`src/nocPkg.sv`:
```
package nocPkg;

  localparam int numPorts = 5;
  localparam int payloadWidth = 16;

  // Length counts the head flit itself, 1 to 15
  localparam int lenWidth = 4;

  typedef enum logic [0:0] {
    Head = 1'b0,
    Body = 1'b1
  } flitKindT;

  // Numbered in arbitration order
  typedef enum logic [2:0] {
    PortLocal = 3'd0,
    PortNorth = 3'd1,
    PortEast  = 3'd2,
    PortWest  = 3'd3,
    PortSouth = 3'd4
  } portIdT;

  // Head flits carry the packet length in payload[lenWidth-1:0]
  typedef struct packed {
    flitKindT                kind;
    logic [payloadWidth-1:0] payload;
  } flitT;

  // What a channel offers to the switch arbiter
  typedef struct packed {
    logic valid;
    logic last;
    flitT flit;
  } chanReqT;

  // Output word tagged with its source port
  typedef struct packed {
    flitT   flit;
    portIdT srcPort;
  } outFlitT;

  // Serve states sit one above the matching portIdT value
  typedef enum logic [2:0] {
    Idle       = 3'd0,
    ServeLocal = 3'd1,
    ServeNorth = 3'd2,
    ServeEast  = 3'd3,
    ServeWest  = 3'd4,
    ServeSouth = 3'd5
  } arbStateT;

endpackage

```
`src/inputChannel.sv`:
```
`timescale 1ns/100ps

module inputChannel #(
  parameter int fifoDepth = 4
) (
  input  logic            clk,
  input  logic            rst,
  input  logic            inValid,
  input  nocPkg::flitT    inFlit,
  output logic            inReady,
  output nocPkg::chanReqT req,
  input  logic            pop
);

  localparam int ptrWidth = $clog2(fifoDepth);
  localparam logic [ptrWidth:0] fullCount = (ptrWidth + 1)'(fifoDepth);
  localparam logic [nocPkg::lenWidth-1:0] lenOne = 1;

  if (fifoDepth < 2 || (fifoDepth & (fifoDepth - 1)) != 0)
  begin : depthCheck
    $error("fifoDepth must be a power of two of 2 or more");
  end

  nocPkg::flitT mem [fifoDepth];
  logic [ptrWidth-1:0] wrPtr;
  logic [ptrWidth-1:0] rdPtr;
  logic [ptrWidth:0] count;
  logic wrEn;
  logic full;
  logic empty;

  nocPkg::flitT headFlit;
  logic [nocPkg::lenWidth-1:0] lenReg;
  logic [nocPkg::lenWidth-1:0] flitCnt;
  logic headLast;
  logic bodyLast;
  logic isLast;

  assign full = count == fullCount;
  assign empty = count == '0;
  assign inReady = !full;
  assign wrEn = inValid && !full;

  // Circular flit storage
  always_ff @(posedge clk)
  begin
    if (wrEn)
      mem[wrPtr] <= inFlit;
  end

  always_ff @(posedge clk)
  begin
    if (rst)
    begin
      wrPtr <= '0;
      rdPtr <= '0;
      count <= '0;
    end
    else
    begin
      if (wrEn)
        wrPtr <= wrPtr + 1'b1;
      if (pop)
        rdPtr <= rdPtr + 1'b1;
      case ({wrEn, pop})
        2'b10: count <= count + 1'b1;
        2'b01: count <= count - 1'b1;
        default: count <= count;
      endcase
    end
  end

  assign headFlit = mem[rdPtr];

  // A head of length 1 is a whole packet
  assign headLast = headFlit.payload[nocPkg::lenWidth-1:0] == lenOne;
  // Timer holds the number of flits already forwarded
  assign bodyLast = flitCnt == (lenReg - lenOne);
  assign isLast = (headFlit.kind == nocPkg::Head) ? headLast : bodyLast;

  assign req.valid = !empty;
  assign req.last = isLast;
  assign req.flit = headFlit;

  // Length capture and flit timer
  always_ff @(posedge clk)
  begin
    if (rst)
    begin
      lenReg <= '0;
      flitCnt <= '0;
    end
    else if (pop)
    begin
      if (headFlit.kind == nocPkg::Head)
        lenReg <= headFlit.payload[nocPkg::lenWidth-1:0];
      if (isLast)
        flitCnt <= '0;
      else
        flitCnt <= flitCnt + 1'b1;
    end
  end

  // A flit refused while full is offered again unchanged
  noWriteWhenFull: assert property (
    @(posedge clk) disable iff (rst)
    inValid && full |=> inValid && $stable(inFlit)
  );

  // Arbiter must only drain a channel that has a flit
  popOnlyWhenValid: assert property (
    @(posedge clk) disable iff (rst)
    pop |-> req.valid
  );

endmodule

```
`src/switchArbiter.sv`:
```
`timescale 1ns/100ps

module switchArbiter (
  input  logic                        clk,
  input  logic                        rst,
  input  nocPkg::chanReqT             req [nocPkg::numPorts],
  output logic [nocPkg::numPorts-1:0] pop,
  output logic                        outValid,
  output nocPkg::outFlitT             outFlit,
  input  logic                        outReady
);

  nocPkg::arbStateT state;
  nocPkg::arbStateT stateNext;
  nocPkg::portIdT lastServed;
  nocPkg::portIdT lastNext;
  nocPkg::portIdT curPort;
  nocPkg::portIdT pick;
  logic serving;
  logic found;
  logic canLoad;
  logic popAny;
  logic popLast;
  logic [nocPkg::numPorts-1:0] cand;

  // Unused encodings behave like Idle
  assign serving = (state != nocPkg::Idle) && (state <= nocPkg::ServeSouth);
  assign curPort = serving ? nocPkg::portIdT'(state - 3'd1) : nocPkg::PortLocal;

  // Output register free or draining this cycle
  assign canLoad = !outValid || outReady;

  always_comb
  begin
    for (int i = 0; i < nocPkg::numPorts; i++)
    begin
      pop[i] = serving && (int'(curPort) == i) && req[i].valid && canLoad;
    end
  end

  assign popAny = |pop;
  assign popLast = popAny && req[curPort].last;

  // The port whose packet ends now competes again only from Idle
  always_comb
  begin
    for (int i = 0; i < nocPkg::numPorts; i++)
    begin
      cand[i] = req[i].valid && !(serving && int'(curPort) == i);
    end
  end

  // Round robin search starting after lastServed
  always_comb
  begin
    int idx;
    found = 1'b0;
    pick = lastServed;
    // Walk backwards so the nearest candidate wins
    for (int k = nocPkg::numPorts; k >= 1; k--)
    begin
      idx = (int'(lastServed) + k) % nocPkg::numPorts;
      if (cand[idx])
      begin
        found = 1'b1;
        pick = nocPkg::portIdT'(idx[2:0]);
      end
    end
  end

  always_comb
  begin
    stateNext = state;
    lastNext = lastServed;
    if (!serving || popLast)
    begin
      if (found)
      begin
        stateNext = nocPkg::arbStateT'(pick + 3'd1);
        lastNext = pick;
      end
      else
      begin
        stateNext = nocPkg::Idle;
      end
    end
  end

  always_ff @(posedge clk)
  begin
    if (rst)
    begin
      state <= nocPkg::Idle;
      lastServed <= nocPkg::PortSouth;
      outValid <= 1'b0;
    end
    else
    begin
      state <= stateNext;
      lastServed <= lastNext;
      if (canLoad)
        outValid <= popAny;
    end
  end

  // Output word is loaded only on a pop
  always_ff @(posedge clk)
  begin
    if (popAny)
    begin
      outFlit.flit <= req[curPort].flit;
      outFlit.srcPort <= curPort;
    end
  end

  popOneHot: assert property (
    @(posedge clk) disable iff (rst)
    $onehot0(pop)
  );

  outHeldUnderStall: assert property (
    @(posedge clk) disable iff (rst)
    outValid && !outReady |=> outValid && $stable(outFlit)
  );

  // Mid packet the grant stays put, so only the same channel may pop next
  grantHeldToLast: assert property (
    @(posedge clk) disable iff (rst)
    popAny && !popLast |=> $stable(state) && (pop == '0 || pop == $past(pop))
  );

endmodule

```
`src/routerOutputPort.sv`:
```
`timescale 1ns/100ps

module routerOutputPort #(
  parameter int fifoDepth = 4
) (
  input  logic                        clk,
  input  logic                        rst,
  input  logic [nocPkg::numPorts-1:0] inValid,
  input  nocPkg::flitT                inFlit [nocPkg::numPorts],
  output logic [nocPkg::numPorts-1:0] inReady,
  output logic                        outValid,
  output nocPkg::outFlitT             outFlit,
  input  logic                        outReady
);

  nocPkg::chanReqT req [nocPkg::numPorts];
  logic [nocPkg::numPorts-1:0] pop;

  // One buffered channel per port, in arbitration order
  for (genvar i = 0; i < nocPkg::numPorts; i++)
  begin : chan_g
    inputChannel #(
      .fifoDepth(fifoDepth)
    ) channel (
      .clk    (clk),
      .rst    (rst),
      .inValid(inValid[i]),
      .inFlit (inFlit[i]),
      .inReady(inReady[i]),
      .req    (req[i]),
      .pop    (pop[i])
    );
  end

  switchArbiter arbiter (
    .clk     (clk),
    .rst     (rst),
    .req     (req),
    .pop     (pop),
    .outValid(outValid),
    .outFlit (outFlit),
    .outReady(outReady)
  );

endmodule

```
`config.mk`:
```
export PLATFORM = sky130hd
export DESIGN_NAME = routerOutputPort
export DESIGN_NICKNAME = d
export VERILOG_FILES = /design/src/nocPkg.sv /design/src/inputChannel.sv /design/src/switchArbiter.sv /design/src/routerOutputPort.sv
export SDC_FILE = /design/constraint.sdc
export NUM_CORES = 1
export LEC_CHECK = 0
export BUFFER_PORTS_ARGS = -buffer_cell sky130_fd_sc_hd__buf_2
export CAP_MARGIN = 5
export CORE_ASPECT_RATIO = 0.8
export CORE_MARGIN = 3
export CORE_UTILIZATION = 45
export CTS_CLUSTER_DIAMETER = 40
export CTS_CLUSTER_SIZE = 28
export DETAILED_ROUTE_END_ITERATION = 8
export SKIP_CTS_REPAIR_TIMING = 1
export SLEW_MARGIN = 20
export SYNTH_ARGS = -nofsm -noshare
export SYNTH_HDL_FRONTEND = slang
export SYNTH_HIERARCHICAL = 1
export SYNTH_SLANG_ARGS = --single-unit
```
`constraint.sdc`:
```
create_clock -name clk -period 8.4 [get_ports clk]
set_input_delay 2.52 -clock clk [delete_from_list [all_inputs] [get_ports clk]]
set_output_delay 2.52 -clock clk [all_outputs]
set_load 0.01 [all_outputs]
```
# Word level (Yosys, flattened, before mapping)
# Memories as Yosys holds them, arrays and structs flattened. A register that Yosys moved wholly into a read port is not among the register bits.
# Cells that the tools add are included.
# word_totals
regBits	102
mem_bits_rw	340
out_inout_bits	26
wordCells	250
memories	5
# memory_table
name	words	width	rd	rd_ports_with_merged_regs	write_ports	line	source
chan_g[0].channel.mem	4	17	1	1	1	inputChannel.sv:24	nocPkg::flitT mem [fifoDepth];
chan_g[1].channel.mem	4	17	1	1	1	inputChannel.sv:24	
chan_g[2].channel.mem	4	17	1	1	1	inputChannel.sv:24	
chan_g[3].channel.mem	4	17	1	1	1	inputChannel.sv:24	
chan_g[4].channel.mem	4	17	1	1	1	inputChannel.sv:24	
# classes
add_sub_neg	37
n_div	5
magnitude_cmp	7
n_eq_ne	29
muxes	65
n_bitwise	6
reduce_logical	65
# ops
operator	count
$lt A32 B5 Y1 const B	5
$mod A32 B4 Y32 const B	5
$bmux W19 S3	1
$mux W18	2
$mux W1	30
$pmux W3 S2	5
$logic_and A1 B1 Y1	27
$eq A3 B3 Y1 const B	8
$mux W3	7
$add A2 B1 Y2 const B	10
$add A4 B1 Y4 const B	5
$eq A4 B1 Y1 const B	5
$eq A4 B4 Y1	5
$mux W2	10
$mux W4	5
$sub A4 B1 Y4 const B	5
$add A3 B1 Y3 const B	6
$logic_not A3 Y1	6
$sub A3 B1 Y3 const B	6
$logic_not A1 Y1	17
$bmux W1 S3	5
$reduce_and A2 Y1	6
$eq A2 B1 Y1 const B	5
$eq A2 B2 Y1 const B	5
other kinds (12)	23

# Longest topological paths before layout
# logic_depth
ltp_word	17
ltp_mapped	27
depth_no_buf	23

# By module
# The synthesis kept the hierarchy.
# by_module_without_submodules
module	n_inst	cells_each	area_each_um2
inputChannel	5	187	3342.0
switchArbiter	1	461	3812.4

# Worst setup path before layout
# Ideal clock, no wire load.
# synth_path
kind	register to register
startpoint	register arbiter.lastServed[0]
endpoint	register arbiter.state[2]
setup_ns	0.120
t_arrival_ns	5.256
required_ns	8.280
slack_ns	3.024
stages_incl_launch_ff	25
n_path_buf	4
path_cell_list	dfxtp_1 buf_6 clkbuf_1 clkbuf_1 inv_1 ha_1 buf_4 inv_1 ha_1 or3b_1 o22ai_1 nor2_2 inv_1 ha_1 nor2b_1 o32ai_4 mux4_2 or2_0 a2111o_1 a41oi_1 ha_1 nor2_1 nand2_1 a211oi_1 a211o_1
# synth_between
elab_chain_len	12
# synth_rtl
element	line	source
from (decl)	switchArbiter.sv:15	nocPkg::portIdT lastServed;
from (signal assigned)	switchArbiter.sv:94	lastServed <= nocPkg::PortSouth;
from (signal assigned)	switchArbiter.sv:100	lastServed <= lastNext;
$add A3 B3 Y4	switchArbiter.sv:62	idx = (int'(lastServed) + k) % nocPkg::numPorts;
$mod A32 B4 Y32	switchArbiter.sv:62	
$bmux W1 S3	switchArbiter.sv:63	if (cand[idx])
$mux W1 (not written as such) (2 in a row)	switchArbiter.sv:63	
$mux W3 (4 in a row)	switchArbiter.sv:63	
$mux W3 *	switchArbiter.sv:63	
via arbiter.pick[1]	switchArbiter.sv:18	nocPkg::portIdT pick;
$add A3 B1 Y3 *	switchArbiter.sv:79	stateNext = nocPkg::arbStateT'(pick + 3'd1);
$mux W3 *	switchArbiter.sv:77	if (found)
to (signal assigned)	switchArbiter.sv:93	state <= nocPkg::Idle;
to (signal assigned)	switchArbiter.sv:99	state <= stateNext;
to (decl)	switchArbiter.sv:13	nocPkg::arbStateT state;
# The timed path passes the listed nets; every way through them passes the cells marked *. The select of a mux whose other input is x is not followed.
# A chain may end at the register's enable or synchronous reset.

# Final worst setup path
# layout_path
startpoint	register arbiter.lastServed[1]
endpoint	register arbiter.state[2]
# The elaborated chain is that of the path after synthesis.

==> run summary <==
LAYOUT
------------------------------------------------------------------------------
Leading cell types in the layout, fill and taps excluded          360 x sky130_fd_sc_hd__edfxtp_1, 117 x sky130_fd_sc_hd__buf_2, 92 x sky130_fd_sc_hd__dfxtp_1
Number of non-filler instances in the completed layout                    2153
Area growth from synthesis to layout                                     14.7%
Leading cell type in the layout, fill and taps excluded           sky130_fd_sc_hd__edfxtp_1
Area of the multi-input gates                                     0.00733 sq mm
FILL cells                                                                3784
Register area                                                     0.0127 sq mm
Final Net Count                                                           1669
Share of layout cells above drive strength 1                             0.216

CLOCK NETWORK
------------------------------------------------------------------------------
Number of CTS-inserted buffers                                              54
Clock Tree Buf Depth                                                         3
H-tree levels                                                                2
Clock tree from TritonCTS                                                  yes
Clock tree root driver cell                                       sky130_fd_sc_hd__clkbuf_16
Clock transition at the registers of the reported paths                0.06 ns
Clock sink count                                                           452
Latest clock arrival within the worst-skew pair                        0.59 ns

CRITICAL PATH
------------------------------------------------------------------------------
Startpoint type of the worst setup path                               register
Data required, critical path                                           8.88 ns
Kind of critical path                                               reg -> reg
Element type at the critical path end                                 register
Max FO, Critical Path                                                       15
Crit path arrival time                                                 6.10 ns

SYNTHESIS
------------------------------------------------------------------------------
Adder-cell share of the synthesized area                                0.0445
Synth top area share                                                     0.527
Multiplexer area fraction after synthesis                                0.124
Largest family of logic cells by synthesized area                 multiplexers
Most frequently used flop master after synthesis                  sky130_fd_sc_hd__edfxtp_1
Top cells by area, synth                                          sky130_fd_sc_hd__edfxtp_1 53%, sky130_fd_sc_hd__dfxtp_1 9.0%, sky130_fd_sc_hd__mux4_2 8.5%
Synthesis-stage register bit count                                         452
Yosys warns                                                                  6
Fraction of synthesized cell area in xor and xnor cells                 0.0321
Average cell area after synthesis                                   14.7 sq um
Cell type with the largest total area after synthesis             sky130_fd_sc_hd__edfxtp_1
Compound-gate portion of the synthesized area                           0.0726
Synthesized area                                                  0.0205 sq mm
Post-synthesis instance total                                             1396
Synth cell types                                                            83
Number of enable-type register cells in the synthesized netlist            360
Net count after synthesis                                                 1559
Async S/R FF share, synth                                                    0
Simple-gate portion of the synthesized area                             0.0820
Share of the yosys chip area belonging to registers                      0.617

FLOORPLAN
------------------------------------------------------------------------------
Area enclosed by the die boundary                                 0.0482 sq mm
Core Box Area                                                     0.0447 sq mm
Floorplan die height                                               197 microns
Number of placement rows                                                    69
Die extent in x                                                    245 microns
I/O pin total                                                              119
Starting Density                                                         0.459

ROUTING
------------------------------------------------------------------------------
DRT iter0 DRCs                                                             913
Overall routed net length                                         46200 microns
Antenna-violating nets left                                                  0
DRC violation count after routing                                            0
Detailed Routing Iterations Pass 1                                           5
Number of vias in the routed layout                                      12.0k
Detailed-route vias per instance                                          5.57
Final routed wire length divided by cell count                    21.5 microns

PLACEMENT
------------------------------------------------------------------------------
HPWL after detailed placement                                     31900 microns
# port buffers                                                             118
Number of cells in the design after placement                             2053
Routability Congestion                                                   0.950

GRT
------------------------------------------------------------------------------
Overflow left after global routing                                           0
Global-route wire length before repair                            71600 microns
Maximum number of pins on one net before global-route repair                70
Initial antenna violation count                                             11
Via count of the first global-routing pass                               12.0k
Tot GR Track Use                                                         0.194

STA
------------------------------------------------------------------------------
RSZ-0062 raised after global routing                                     false
Endpoints failing hold                                                       0
Total Neg Setup Slack                                                     0 ns
Final Skew                                                           0.0270 ns
Period utilisation layout                                                0.669
Worst Max-Slew Pin Slew                                                1.13 ns
F_max                                                                  178 MHz
Final Slew Violations                                                        0
Endpoints failing setup                                                      0
Final critical delay including setup and external delays               5.62 ns
Worst slew margin                                                        0.245

PWR
------------------------------------------------------------------------------
Peak supply drop                                                        275 uV
LEAKAGE                                                                8.37 nW
Power per Cell Area                                                307 mW/mm^2

RUN
------------------------------------------------------------------------------
MaxCap Viol Count                                                            0

OUTCOME
------------------------------------------------------------------------------
Run status                                                        finished, final reports clean

MIN PATH
------------------------------------------------------------------------------
Path type of the worst min-delay path                               reg -> reg

[registers in the layout, summed over array words and instances (netlist names), named ones only]
signal and count:
arbiter/outFlit 20, chan_g.channel/count 15, chan_g.channel/flitCnt 20, arbiter/lastServed 3, chan_g.channel/mem 340, arbiter/state 3, chan_g.channel/wrPtr 10, chan_g.channel/rdPtr 10
arbiter/outValid 1, chan_g.channel/lenReg 20
[worst paths after layout]
path                                           startpoint  slack (ns)  depth (start not counted)                                      end
setup / recovery       arbiter/lastServed[1]$_SDFFE_PP0P_        2.78                         20            arbiter/state[2]$_SDFFE_PP0N_
hold / removal    chan_g[2].channel/count[2]$_SDFFE_PP0P_        0.50                          2  chan_g[2].channel/count[2]$_SDFFE_PP0P_
setup reg to reg       arbiter/lastServed[1]$_SDFFE_PP0P_        2.78                         20            arbiter/state[2]$_SDFFE_PP0N_
hold reg to reg   chan_g[2].channel/count[2]$_SDFFE_PP0P_        0.50                          2  chan_g[2].channel/count[2]$_SDFFE_PP0P_
[synthesized netlist by cell type, drive strengths merged, types with 5 or more instances]
library cell  count
o221ai           18
fa                5
a211oi           12
a22o             17
nand4b            6
o31ai             6
mux4             87
inv              50
nor2             88
mux2i            52
o21ai            41
and2              9
o32ai             5
xnor2            44
clkbuf           48
and3             29
nor2b            14
buf              28
edfxtp          360
xor2             27
or3              15
dfxtp            92
or2               6
nand3             8
a21oi            55
ha               65
nand2            66
nand4            16
or4               6
o211ai           14
nand2b           32
nor3             15
[layout make-up]
cell class | instances | share of cell area
multi-input cells | 818 | 0.311
clock buffers | 55 | 0.0576
diodes | 1 | 0.000106
inverters | 50 | 0.00797
well taps | 603 | 0.0320
flip-flops and latches | 452 | 0.537
repair buffers | 130 | 0.0290
clock inverters | 44 | 0.0246
[where the power goes]
group	switching (W)	leakage (nW)	internal [W]
Combinational	0.00128	3.37	0.000808
Sequential	0.0000858	4.05	0.00259
Clock	0.00100	0.944	0.00147
Total	0.00237	8.37	0.00487
[logic make-up (layout without fill, tap and decap cells)]
family,after synthesis,count (layout)
buf+inv,126,279
simple gates,323,323
fa+ha+maj,70,70
xor+xnor,71,71
compound gates,212,212
flops,452,452
mux,142,142
other cells,0,1
[critical path, cell delays in order, from the launching register on]
cell and delay [ns]:
sky130_fd_sc_hd__dfxtp_1 0.59, sky130_fd_sc_hd__inv_2 0.22, sky130_fd_sc_hd__ha_1 0.67, sky130_fd_sc_hd__inv_1 0.23
sky130_fd_sc_hd__ha_1 0.30, sky130_fd_sc_hd__or3b_1 0.35, sky130_fd_sc_hd__o22ai_1 0.22, sky130_fd_sc_hd__nor2_2 0.11
sky130_fd_sc_hd__inv_1 0.10, sky130_fd_sc_hd__ha_1 0.15, sky130_fd_sc_hd__nor2b_1 0.06, sky130_fd_sc_hd__o32ai_4 0.35
sky130_fd_sc_hd__mux4_2 0.58, sky130_fd_sc_hd__or2_0 0.24, sky130_fd_sc_hd__a2111o_1 0.39, sky130_fd_sc_hd__a41oi_1 0.30
sky130_fd_sc_hd__ha_1 0.22, sky130_fd_sc_hd__nor2_1 0.05, sky130_fd_sc_hd__nand2_1 0.10, sky130_fd_sc_hd__a211oi_1 0.05
sky130_fd_sc_hd__a211o_1 0.23
[layer usage]
layer,global-route usage,routed length (microns),up-vias
met1,0.271,20700,5985
met4,0.0444,707,20
met5,0,126,-
met2,0.299,21500,304
li1,-,-,5608
met3,0.0613,3260,70
[through the flow]
step	worst slack (ns)	util	instance area (sq um)	hold WS, ns	power [W]
global placement	2.96	0.483	21600	0.484	0.00476
floorplan	3.02	-	20500	0.467	0.00422
detailed placement	2.83	0.483	21600	0.496	0.00478
CTS	2.84	0.526	23500	0.509	0.00726
finish	2.78	0.526	23500	0.504	0.00723
global route	2.22	0.526	23500	0.540	0.00762
Note: power is estimated with default switching activity, not from simulation.
